===== config.mk =====
export PLATFORM = sky130hd
export DESIGN_NAME = ise_top
export DESIGN_NICKNAME = d
export VERILOG_FILES = /design/src/source/ise_pkg.sv /design/src/source/cpr_file.sv /design/src/source/ise_decoder.sv /design/src/source/ise_exec.sv /design/src/source/ise_top.sv
export SDC_FILE = /design/constraint.sdc
export NUM_CORES = 2
export LEC_CHECK = 0
export BUFFER_PORTS_ARGS = -buffer_cell sky130_fd_sc_hd__buf_4
export CORE_ASPECT_RATIO = 0.75
export CORE_MARGIN = 8
export CORE_UTILIZATION = 34
export CTS_CLUSTER_DIAMETER = 80
export CTS_CLUSTER_SIZE = 28
export DETAILED_ROUTE_END_ITERATION = 16
export PLACE_DENSITY = 0.59
export SLEW_MARGIN = 20
export SYNTH_ARGS = -nofsm -noshare
export SYNTH_HDL_FRONTEND = slang
export SYNTH_SLANG_ARGS = --single-unit

===== constraint.sdc =====
create_clock -name g_clk -period 12.4 [get_ports g_clk]
set_input_delay 1.24 -clock g_clk [delete_from_list [all_inputs] [get_ports g_clk]]
set_output_delay 1.24 -clock g_clk [all_outputs]
set_load 0.03 [all_outputs]

===== src/source/ise_pkg.sv =====
package ise_pkg;

// ------------------------------
// Widths with a meaning
// ------------------------------

typedef logic [31:0] word_t;        // CPR and GPR data word
typedef logic [ 3:0] cpr_addr_t;    // One of the sixteen CPRs
typedef logic [ 4:0] gpr_addr_t;    // Core general register index
typedef logic [ 6:0] opcode_t;      // RISC-V major opcode
typedef logic [15:0] imm16_t;       // lui / lli immediate
typedef logic [ 4:0] bitpos_t;      // Even bit position or field length
typedef logic [ 3:0] lut_t;         // bop truth table

localparam int NUM_CPRS = 16;

// ------------------------------
// Instruction encoding
// ------------------------------

localparam opcode_t ISE_OPCODE = 7'b0001011;    // custom-0 slot

// LSB of each field inside the 32-bit instruction
localparam int FUNCT_LSB = 28;      // Function code, bits 31:28
localparam int RD_LSB    = 7;       // rd / crd, bits 11:7
localparam int CRS1_LSB  = 16;      // bits 19:16
localparam int CRS2_LSB  = 20;      // bits 23:20
localparam int IMM_LSB   = 12;      // 16-bit immediate, bits 27:12
localparam int CS_LSB    = 24;      // ins/ext start / 2
localparam int CL_LSB    = 12;      // ins/ext length / 2
localparam int LUT_LSB   = 24;      // bop table

// Function codes, 9 to 15 are reserved
typedef enum logic [3:0] {
    OP_MV2GPR = 4'd0,
    OP_MV2COP = 4'd1,
    OP_CMOV   = 4'd2,
    OP_CMOVN  = 4'd3,
    OP_LUI    = 4'd4,
    OP_LLI    = 4'd5,
    OP_INS    = 4'd6,
    OP_EXT    = 4'd7,
    OP_BOP    = 4'd8
} ise_op_e;

typedef enum logic [2:0] {
    RES_SUCCESS          = 3'b000,
    RES_DECODE_EXCEPTION = 3'b010
} ise_result_e;

// ------------------------------
// Bundles
// ------------------------------

typedef struct packed {
    logic      valid_op;    // Opcode and function code both recognised
    ise_op_e   op;
    gpr_addr_t rd;          // Low 4 bits double as crd
    cpr_addr_t crs1;
    cpr_addr_t crs2;
    imm16_t    imm16;
    bitpos_t   start;       // Already doubled
    bitpos_t   len;         // Already doubled
    lut_t      lut;
} ise_uop_t;

typedef struct packed {
    ise_result_e result;
    logic        rd_wen;
    gpr_addr_t   rd_addr;
    word_t       rd_data;
} ise_resp_t;

typedef struct packed {
    word_t insn_enc;
    word_t rs1;
} ise_req_t;

endpackage


===== src/source/cpr_file.sv =====
`timescale 1ns/1ns

module cpr_file (
    input                      g_clk,
    input                      g_resetn,
    input  ise_pkg::cpr_addr_t raddr_a,     // crs1
    input  ise_pkg::cpr_addr_t raddr_b,     // crs2
    input  ise_pkg::cpr_addr_t raddr_c,     // crd, read-modify-write ops
    output ise_pkg::word_t     rdata_a,
    output ise_pkg::word_t     rdata_b,
    output ise_pkg::word_t     rdata_c,
    input                      wen,         // Already qualified by accept
    input  ise_pkg::cpr_addr_t waddr,
    input  ise_pkg::word_t     wdata
);

    import ise_pkg::*;

    word_t cprs [NUM_CPRS];

    // Single write port, all registers cleared on reset
    always_ff @(posedge g_clk)
    begin
        if (!g_resetn)
        begin
            cprs <= '{default: '0};
        end
        else if (wen)
        begin
            cprs[waddr] <= wdata;
        end
    end

    // Asynchronous reads
    assign rdata_a = cprs[raddr_a];
    assign rdata_b = cprs[raddr_b];
    assign rdata_c = cprs[raddr_c];

endmodule


===== src/source/ise_decoder.sv =====
`timescale 1ns/1ns

module ise_decoder (
    input  ise_pkg::word_t    insn_enc,   // Raw instruction from the core
    output ise_pkg::ise_uop_t uop         // Decoded fields
);

    import ise_pkg::*;

    // ------------------------------
    // Opcode and function checks
    // ------------------------------

    opcode_t                   opcode;
    logic [$bits(ise_op_e)-1:0] funct;
    logic                      opcode_ok;
    logic                      funct_ok;

    assign opcode    = insn_enc[$bits(opcode_t)-1:0];
    assign funct     = insn_enc[FUNCT_LSB +: $bits(ise_op_e)];
    assign opcode_ok = (opcode == ISE_OPCODE);
    assign funct_ok  = (funct <= OP_BOP);     // Codes above bop are reserved

    // ------------------------------
    // Field extraction
    // ------------------------------

    always_comb
    begin
        uop.valid_op = opcode_ok && funct_ok;
        uop.op       = ise_op_e'(funct);      // Meaningless when valid_op is low

        // Register indices
        uop.rd       = insn_enc[RD_LSB   +: $bits(gpr_addr_t)];
        uop.crs1     = insn_enc[CRS1_LSB +: $bits(cpr_addr_t)];
        uop.crs2     = insn_enc[CRS2_LSB +: $bits(cpr_addr_t)];

        // Immediates, which overlap between formats
        uop.imm16    = insn_enc[IMM_LSB +: $bits(imm16_t)];
        uop.lut      = insn_enc[LUT_LSB +: $bits(lut_t)];

        // cs and cl count pairs of bits, so shift in a zero
        uop.start    = {insn_enc[CS_LSB +: $bits(bitpos_t)-1], 1'b0};
        uop.len      = {insn_enc[CL_LSB +: $bits(bitpos_t)-1], 1'b0};
    end

endmodule


===== src/source/ise_exec.sv =====
`timescale 1ns/1ns

module ise_exec (
    input  ise_pkg::ise_uop_t  uop,
    input  ise_pkg::word_t     rs1,         // GPR operand from the core
    input  ise_pkg::word_t     crs1_data,
    input  ise_pkg::word_t     crs2_data,
    input  ise_pkg::word_t     crd_data,    // Old crd value
    output logic               cpr_wen,     // Top gates this with accept
    output ise_pkg::word_t     cpr_wdata,
    output ise_pkg::ise_resp_t resp
);

    import ise_pkg::*;

    // ------------------------------
    // Datapath helpers
    // ------------------------------

    word_t field_mask;      // len ones at the bottom
    word_t ins_mask;
    word_t ins_data;
    word_t ext_data;
    word_t bop_data;
    logic  crs2_zero;

    assign field_mask = ~(word_t'('1) << uop.len);
    assign ins_mask   = field_mask << uop.start;
    assign ins_data   = (ins_mask & (crs1_data << uop.start)) | (~ins_mask & crd_data);
    assign ext_data   = (crs1_data >> uop.start) & field_mask;
    assign crs2_zero  = (crs2_data == '0);

    // Each bit picks one lut entry, crs1 is the index MSB
    always_comb
    begin
        for (int i = 0; i < $bits(word_t); i++)
        begin
            bop_data[i] = uop.lut[{crs1_data[i], crs2_data[i]}];
        end
    end

    // ------------------------------
    // Op select
    // ------------------------------

    always_comb
    begin
        cpr_wen        = 1'b0;
        cpr_wdata      = crd_data;
        resp           = '0;
        resp.result    = RES_SUCCESS;

        if (!uop.valid_op)
        begin
            resp.result = RES_DECODE_EXCEPTION;     // No CPR or GPR write
        end
        else
        begin
            case (uop.op)
                OP_MV2GPR:
                begin
                    resp.rd_wen  = 1'b1;
                    resp.rd_addr = uop.rd;
                    resp.rd_data = crs1_data;
                end
                OP_MV2COP:
                begin
                    cpr_wen   = 1'b1;
                    cpr_wdata = rs1;
                end
                OP_CMOV:  begin cpr_wen = crs2_zero;  cpr_wdata = crs1_data; end
                OP_CMOVN: begin cpr_wen = !crs2_zero; cpr_wdata = crs1_data; end
                OP_LUI:   begin cpr_wen = 1'b1; cpr_wdata = {uop.imm16, crd_data[15:0]}; end
                OP_LLI:   begin cpr_wen = 1'b1; cpr_wdata = {crd_data[31:16], uop.imm16}; end
                OP_INS:   begin cpr_wen = 1'b1; cpr_wdata = ins_data; end
                OP_EXT:   begin cpr_wen = 1'b1; cpr_wdata = ext_data; end
                OP_BOP:   begin cpr_wen = 1'b1; cpr_wdata = bop_data; end
                default:  resp.result = RES_DECODE_EXCEPTION;   // valid_op excludes this
            endcase
        end
    end

endmodule


===== src/source/ise_top.sv =====
`timescale 1ns/1ns

module ise_top (
    input                      g_clk,
    input                      g_resetn,

    // Request channel from the core
    input                      req_valid,
    input  ise_pkg::ise_req_t  req,
    output logic               req_ready,

    // Response channel to the core
    output logic               rsp_valid,
    output ise_pkg::ise_resp_t rsp,
    input                      rsp_ready
);

    import ise_pkg::*;

    // ------------------------------
    // Handshake
    // ------------------------------

    logic accept;

    // A stalled response blocks the next request
    assign req_ready = !rsp_valid || rsp_ready;
    assign accept    = req_valid && req_ready;

    // ------------------------------
    // Decode, register file, execute
    // ------------------------------

    ise_uop_t  uop;
    cpr_addr_t crd;
    word_t     crs1_data;
    word_t     crs2_data;
    word_t     crd_data;
    logic      exec_wen;
    word_t     exec_wdata;
    ise_resp_t exec_resp;

    assign crd = uop.rd[$bits(cpr_addr_t)-1:0];     // CPR dest is the low part of rd

    ise_decoder i_decoder (
        .insn_enc (req.insn_enc),
        .uop      (uop)
    );

    cpr_file i_cpr_file (
        .g_clk    (g_clk),
        .g_resetn (g_resetn),
        .raddr_a  (uop.crs1),
        .raddr_b  (uop.crs2),
        .raddr_c  (crd),
        .rdata_a  (crs1_data),
        .rdata_b  (crs2_data),
        .rdata_c  (crd_data),
        .wen      (exec_wen && accept),     // Write lands on the accept edge
        .waddr    (crd),
        .wdata    (exec_wdata)
    );

    ise_exec i_exec (
        .uop       (uop),
        .rs1       (req.rs1),
        .crs1_data (crs1_data),
        .crs2_data (crs2_data),
        .crd_data  (crd_data),
        .cpr_wen   (exec_wen),
        .cpr_wdata (exec_wdata),
        .resp      (exec_resp)
    );

    // ------------------------------
    // Response register
    // ------------------------------

    always_ff @(posedge g_clk)
    begin
        if (!g_resetn)
        begin
            rsp_valid <= 1'b0;
        end
        else if (accept)
        begin
            rsp_valid <= 1'b1;          // Valid exactly one cycle after accept
        end
        else if (rsp_ready)
        begin
            rsp_valid <= 1'b0;          // Drained, nothing new behind it
        end
    end

    // Payload only moves on accept, so it holds under back-pressure
    always_ff @(posedge g_clk)
    begin
        if (accept)
        begin
            rsp <= exec_resp;
        end
    end

endmodule


Word level (Yosys, flattened, before mapping)
Index checks and enable logic that the tools add are counted.
{"block": "word_totals", "elab_cells": 178, "output_inout_bits": 43, "register_bits": 554, "input_bits": 68}
{"block": "classes", "n_reduce_logical": 14, "bitwise": 9, "eq_ne": 9, "mux": 84, "shift": 4, "magnitude_cmp": 37}
{"op": "bitwise mux 512 bit", "count": 1}
{"op": "binary-select mux 32 bit (select 4 bit)", "count": 3}
{"op": "2-to-1 mux 32 bit", "count": 8}
{"op": "case mux 32 bit (7 select lines)", "count": 1}
{"op": "demux 32 bit (select 4 bit)", "count": 1}
{"op": "bitwise AND 32 bit", "count": 3}
{"op": "< comparator 2 x 3 -> 1 bit, second input constant", "count": 32}
{"op": "binary-select mux 1 bit (select 2 bit)", "count": 32}
{"op": "inverter 32 bit", "count": 2}
{"op": "left shift 32 x 5 -> 32 bit", "count": 2}
{"op": "2-to-1 mux 38 bit", "count": 1}
{"op": "2-to-1 mux 1 bit", "count": 35}
{"op": "logical NOT 32 bit", "count": 1}
{"op": "OR 32 bit", "count": 1}
{"op": "left shift 32 x 5 -> 32 bit, first input constant", "count": 1}
{"op": "right shift 32 x 5 -> 32 bit", "count": 1}
{"op": "== test 4 x 3 -> 1 bit, second input constant", "count": 4}
{"op": "greater-or-equal comparator 5 bit, second input constant", "count": 3}
{"op": "inverter 4 -> 5 bit", "count": 3}
{"op": "OR reduction 9 bit", "count": 1}
{"op": "== test 4 x 2 -> 1 bit, second input constant", "count": 2}
{"op": "== test 7 x 4 -> 1 bit, second input constant", "count": 1}
{"op": "OR reduction 6 bit", "count": 1}
{"op": "< comparator 5 x 1 -> 1 bit, second input constant", "count": 1}
{"op": "12 further kinds", "count": 16}

Depth between registers and ports, before layout
{"block": "depth", "word_depth": 10, "mapped_depth": 17, "depth_no_buf": 9}

Hierarchy
From an unflattened synthesis, not the netlist that was laid out.
{"block": "unflattened", "hier_cells": 4493, "area_unflattened_um2": 42549.6}
{"mod": "cpr_file", "area_per_inst_um2": 32038.2, "n_inst": 1, "seq_area_each_um2": 10249.8, "cells_per_inst": 3222}
{"mod": "ise_exec", "area_per_inst_um2": 8836.0, "n_inst": 1, "seq_area_each_um2": 0.0, "cells_per_inst": 1172}
{"mod": "ise_top", "area_per_inst_um2": 1288.7, "n_inst": 1, "seq_area_each_um2": 1251.2, "cells_per_inst": 47}
{"mod": "ise_decoder", "area_per_inst_um2": 386.6, "n_inst": 1, "seq_area_each_um2": 0.0, "cells_per_inst": 52}

Least setup slack after synthesis
OpenSTA, ideal clock, no wires.
{"block": "synth_timing", "path_type": "in2reg", "startpoint": "in req[52] (netlist name)", "endpoint": "reg i_cpr_file.cprs[499] (netlist name)", "cell_stages": 16, "arrival_ps": 4924, "t_required_ps": 12272, "path_buffers": 7, "setup_time_ps": 128, "path_slack_ps": 7348, "path_cell_list": "buf_2 buf_6 buf_2 buf_2 buf_4 mux4_2 a22oi_1 nand2_1 nor4_1 and3_1 nand4bb_4 buf_6 buf_6 a2111oi_4 mux2i_1 nor2_1"}
{"block": "synth_between", "elab_chain_len": 9, "word_cells_on_any_way": 14, "cone_classes": "10 x mux; 1 x bitwise; 3 x reduce/logical"}
{"item": "start, declared", "line_no": "ise_top.sv:9", "source": "input ise_pkg::ise_req_t req,"}
{"item": "inverter 4 -> 5 bit (implied by the code) *", "line_no": "cpr_file.sv:36", "source": "assign rdata_b = cprs[raddr_b];"}
{"item": "binary-select mux 32 bit (select 4 bit) *", "line_no": "cpr_file.sv:36"}
{"item": "2-to-1 mux 32 bit (implied by the code) * (2 in a row)", "line_no": "cpr_file.sv:36"}
{"item": "binary-select mux 1 bit (select 2 bit) / logical NOT 32 bit (equally long branches)", "line_no": "ise_exec.sv:38, ise_exec.sv:31"}
{"item": "2-to-1 mux 1 bit (implied by the code) / logical NOT 1 bit (equally long branches)", "line_no": "ise_exec.sv:38, ise_exec.sv:72"}
{"item": "case mux 32 bit (7 select lines) / case mux 1 bit (3 select lines) (equally long branches)", "line_no": "ise_exec.sv:59", "source": "case (uop.op)"}
{"item": "2-to-1 mux 32 bit / 2-to-1 mux 1 bit (equally long branches)", "line_no": "ise_exec.sv:53", "source": "if (!uop.valid_op)"}
{"item": "bitwise mux 512 bit / logical AND 1 bit (equally long branches)", "line_no": "cpr_file.sv:30, ise_top.sv:59"}
{"item": "end signal, assigned by index", "line_no": "cpr_file.sv:30", "source": "cprs[waddr] <= wdata;"}
{"item": "end, declared", "line_no": "cpr_file.sv:19", "source": "word_t cprs [NUM_CPRS];"}
Every way passes the cells marked *; elsewhere a longest branch is shown, timed or not. The select of a mux whose other input is x is not followed.
A chain may end at the register's enable or synchronous reset.

Final worst setup path
{"block": "layout_timing", "startpoint": "in req[53] (netlist name)", "endpoint": "reg i_cpr_file.cprs[478] (netlist name)"}
The elaborated chain is that of the path after synthesis.

==> impl_metrics.yaml <==
sta:
  setup_viol: 0
  setup_tns_ps: 0
  max_freq_mhz: 142
  fin_worst_hold_slack_ps: 482
  fin_skew_ps: 51.1
  min_period_over_period_pct: 56.9
  rsz0062_at_grt: "false"
  relSlewSlack_pct: 13.1
  hold_viol: 0
  fin_crit_ps: 7050
  finalMaxSlewViolations: 0
  worst_pin_slew_ps: 1300
floorplan:
  design.core.area_um2: 112000
  die_w_um: 404
  start_util_pct: 34.4
  io_pins: 111
  rows: 106
  die_h_um: 307
  die-area_um2: 124000
clocking:
  clk_pin_slew_ps: 110
  cts.sinks: 552
  cts_buffers: 29
  root_buffer: "clkbuf_16"
  postCtsSetupRepairBufs: 0
  cts_max_level: 1
  cts_resized: 0
  cts_hold_buf: 0
  clockBufferDepth: 3
  clk_latency_ps: 720
  cts_tree: "done"
placement:
  globalplace.congestion: 1.06
  dp.cells: 5514
  dp_hpwl_um: 143000
  port_buffers: 108
logic_synthesis:
  synthAdderAreaFrac_pct: 0.0782
  synth_area_um2: 38400
  synth_mux_area_share_pct: 27.5
  synth_warnings: 0
  synthFlopType: "dfxtp_1"
  syn_area_per_cell_um2: 9.16
  postSynthCellCount: 4192
  synth-simple-area-share_pct: 15.3
  synth_top_family_by_area: "multiplexers"
  ys_async_sr_fraction_pct: 0
  yosysUniqueCellTypes: 92
  ys_seq_elements: 552
  synth-seq-area-share_pct: 29.8
  synth_compound_gate_area_share_pct: 22.3
  synthXorXnorAreaFrac_pct: 0
  synth_edf_count: 39
layout:
  area_growth_pct: 8.67
  fill_cells: 11200
  drive_gt1_share_pct: 20.8
  layout.nets: 4102
  post-route-util_pct: 37.3
  fin_cells: 5574
grt:
  grt_start_max_net_pins: 98
  grtUsageTotal_pct: 31.6
  busiest_layer: "met1"
  grt_remaining_overflow: 0
  grt_util_met3_pct: 15.8
  grt_pass1_wl_um: 285000
  use_met2_pct: 41.4
  antenna_found_initial: 19
  grt_util_met1_pct: 43.5
  grt_pass1_vias: 35700
setup_path:
  cp.required_ps: 13000
  startpoint: "req[53]"
  crit_arrival_ps: 7650
  rr_worst_depth: 10
  endpoint: "i_cpr_file.cprs[478]"
  critPathMaxFanout: 60
  ff2ff_setup_slack_ps: 6930
  crit_path_end_kind: "register"
  worstSetupPathType: "in2reg"
  reg2reg_to: "i_cpr_file.cprs[478]"
  timing.rr.start: "i_cpr_file.cprs[128]"
  startpoint_type: "input pin"
routing:
  detailroute.via_count: 39400
  wl_um: 206000
  viasPerCell: 7.07
  wl_per_cell_um: 37.0
  postRouteAntennaNets: 0
  first_pass_iters: 6
  drtIter0Drc: 7293
  drc: 0
power:
  pwr-share-clk_pct: 33.8
  seq_power_share_pct: 48.4
  switchingPower_mw: 1.23
  finalPower_mw: 3.72
  ir_drop_mv: 0.122
  p_per_area_nw_per_um2: 89.1
  swShare_pct: 33.1
  combPwrFrac_pct: 17.7
  internal_power_mw: 2.49
  leakage_nw: 13.1
status:
  status: "finished clean"
min_path:
  hold_class: "reg2reg"
job:
  max-cap-violations: 0
metrics by stage:
step	setup slack (ps)	area, µm²
2_1_floorplan	7350	38400
6_report	5350	41700
4_1_cts	5690	41700
5_1_grt	5300	41700
3_5_place_dp	4980	40600
3_3_place_gp	5020	40600
worst min path at each step:
| stage | start | end | slack [ps] | depth (start not counted) |
|---|---|---|---|---|
| global placement | i_cpr_file.cprs[297] | i_cpr_file.cprs[297] | 460 | 2 |
| floorplan | i_cpr_file.cprs[47] | i_cpr_file.cprs[47] | 450 | 2 |
| finish | i_cpr_file.cprs[35] | i_cpr_file.cprs[35] | 480 | 2 |
| global route | i_cpr_file.cprs[55] | i_cpr_file.cprs[55] | 500 | 2 |
| detailed placement | i_cpr_file.cprs[445] | i_cpr_file.cprs[445] | 470 | 2 |
| CTS | i_cpr_file.cprs[297] | i_cpr_file.cprs[297] | 480 | 2 |
kinds of logic after synthesis:
kind of cell,after synthesis
AND/OR/NAND/NOR,1297
AO/OA/AOI/OAI,1313
buffers and inverters,463
flip-flops,552
other,1
adder cells (fa/ha/maj),3
multiplexers,563
critical path, cell delays in order:
cell and delay, ps:
buf_6 580, buf_4 550, nor2b_1 700, buf_4 310, a221oi_1 110, a22oi_1 600, o2111ai_1 280, or4_4 600
nand4bb_4 210, buf_4 400, a211oi_2 970, nand3_1 640, o31ai_1 360
power by group through the flow:
stage | Combinational [mW] | Sequential [mW] | Clock [mW]
global placement | 0.624 | 1.84 | 0
finish | 0.660 | 1.80 | 1.26
global route | 0.658 | 1.80 | 1.32
CTS | 0.622 | 1.80 | 1.26
detailed placement | 0.620 | 1.84 | 0
floorplan | 0.356 | 1.85 | 0
cell usage after synthesis, drive strengths merged, types with 30 or more instances:
cell / n / area (µm²)
a21oi: 393 / 1970
buf: 135 / 721
o211ai: 33 / 248
mux4: 389 / 8760
nor3: 50 / 250
nand2: 632 / 2370
dfxtp: 513 / 10300
a211oi: 56 / 495
o22ai: 30 / 188
o31ai: 37 / 278
a22oi: 78 / 586
nor2: 177 / 664
and2: 31 / 194
o21ai: 369 / 1850
a221oi: 41 / 359
mux2i: 131 / 1310
edfxtp: 39 / 1170
clkbuf: 306 / 1150
nand4: 31 / 194
mux2: 43 / 484
nand3: 226 / 1140
cell type report:
cell class	instances	area (µm²)	area share [%]
clock inverter	17	285	0.684
inverter	22	90.1	0.216
timing repair buffer	251	1960	4.69
clock buffer	33	751	1.80
multi-input combinational	3178	25300	60.6
sequential	552	11400	27.4
tap	1512	1890	4.53
antenna	9	22.5	0.0540
placed cells by master (no fill, tap or decap), types with 12 or more instances in the layout:
| cell | netlist | layout |
|---|---|---|
| a21oi_1 | 393 | 389 |
| a22o_1 | 21 | 21 |
| dfxtp_1 | 513 | 513 |
| nand2_1 | 632 | 632 |
| nor2_1 | 177 | 172 |
| nor4_1 | 17 | 16 |
| o21ai_1 | 153 | 155 |
| a211oi_1 | 41 | 38 |
| nand2b_1 | 21 | 21 |
| a311oi_1 | 19 | 18 |
| o31ai_1 | 37 | 34 |
| a22oi_1 | 78 | 78 |
| mux2i_1 | 131 | 131 |
| o221ai_1 | 15 | 14 |
| o211ai_1 | 33 | 33 |
| clkbuf_16 | 0 | 29 |
| or2_2 | 12 | 12 |
| mux2_2 | 43 | 43 |
| nor2b_1 | 27 | 24 |
| nand3_1 | 225 | 225 |
| a31oi_1 | 21 | 20 |
| inv_1 | 20 | 17 |
| a221oi_1 | 41 | 41 |
| mux4_2 | 389 | 389 |
| a21o_1 | 28 | 28 |
| o22ai_1 | 30 | 29 |
| o21ai_0 | 216 | 212 |
| and3_1 | 24 | 24 |
| nor3_1 | 50 | 48 |
| and2_1 | 30 | 28 |
| edfxtp_1 | 39 | 39 |
| or3_1 | 14 | 14 |
| a211o_2 | 0 | 12 |
| a211oi_2 | 15 | 15 |
| buf_4 | 14 | 241 |
| nand4_1 | 31 | 31 |
| a221o_1 | 13 | 13 |
state kept, by name, summed over array words and instances (netlist names):
signal           flops
i_cpr_file.cprs    512
rsp                 39
rsp_valid            1
routing by layer:
metal | part of all wire (%) | vias up
li1 | - | 15800
met1 | 39 | 19500
met2 | 38 | 3397
met3 | 18 | 624
met4 | 5.1 | 10
met5 | 0.13 | -
Power figures use the tool's default switching activity.
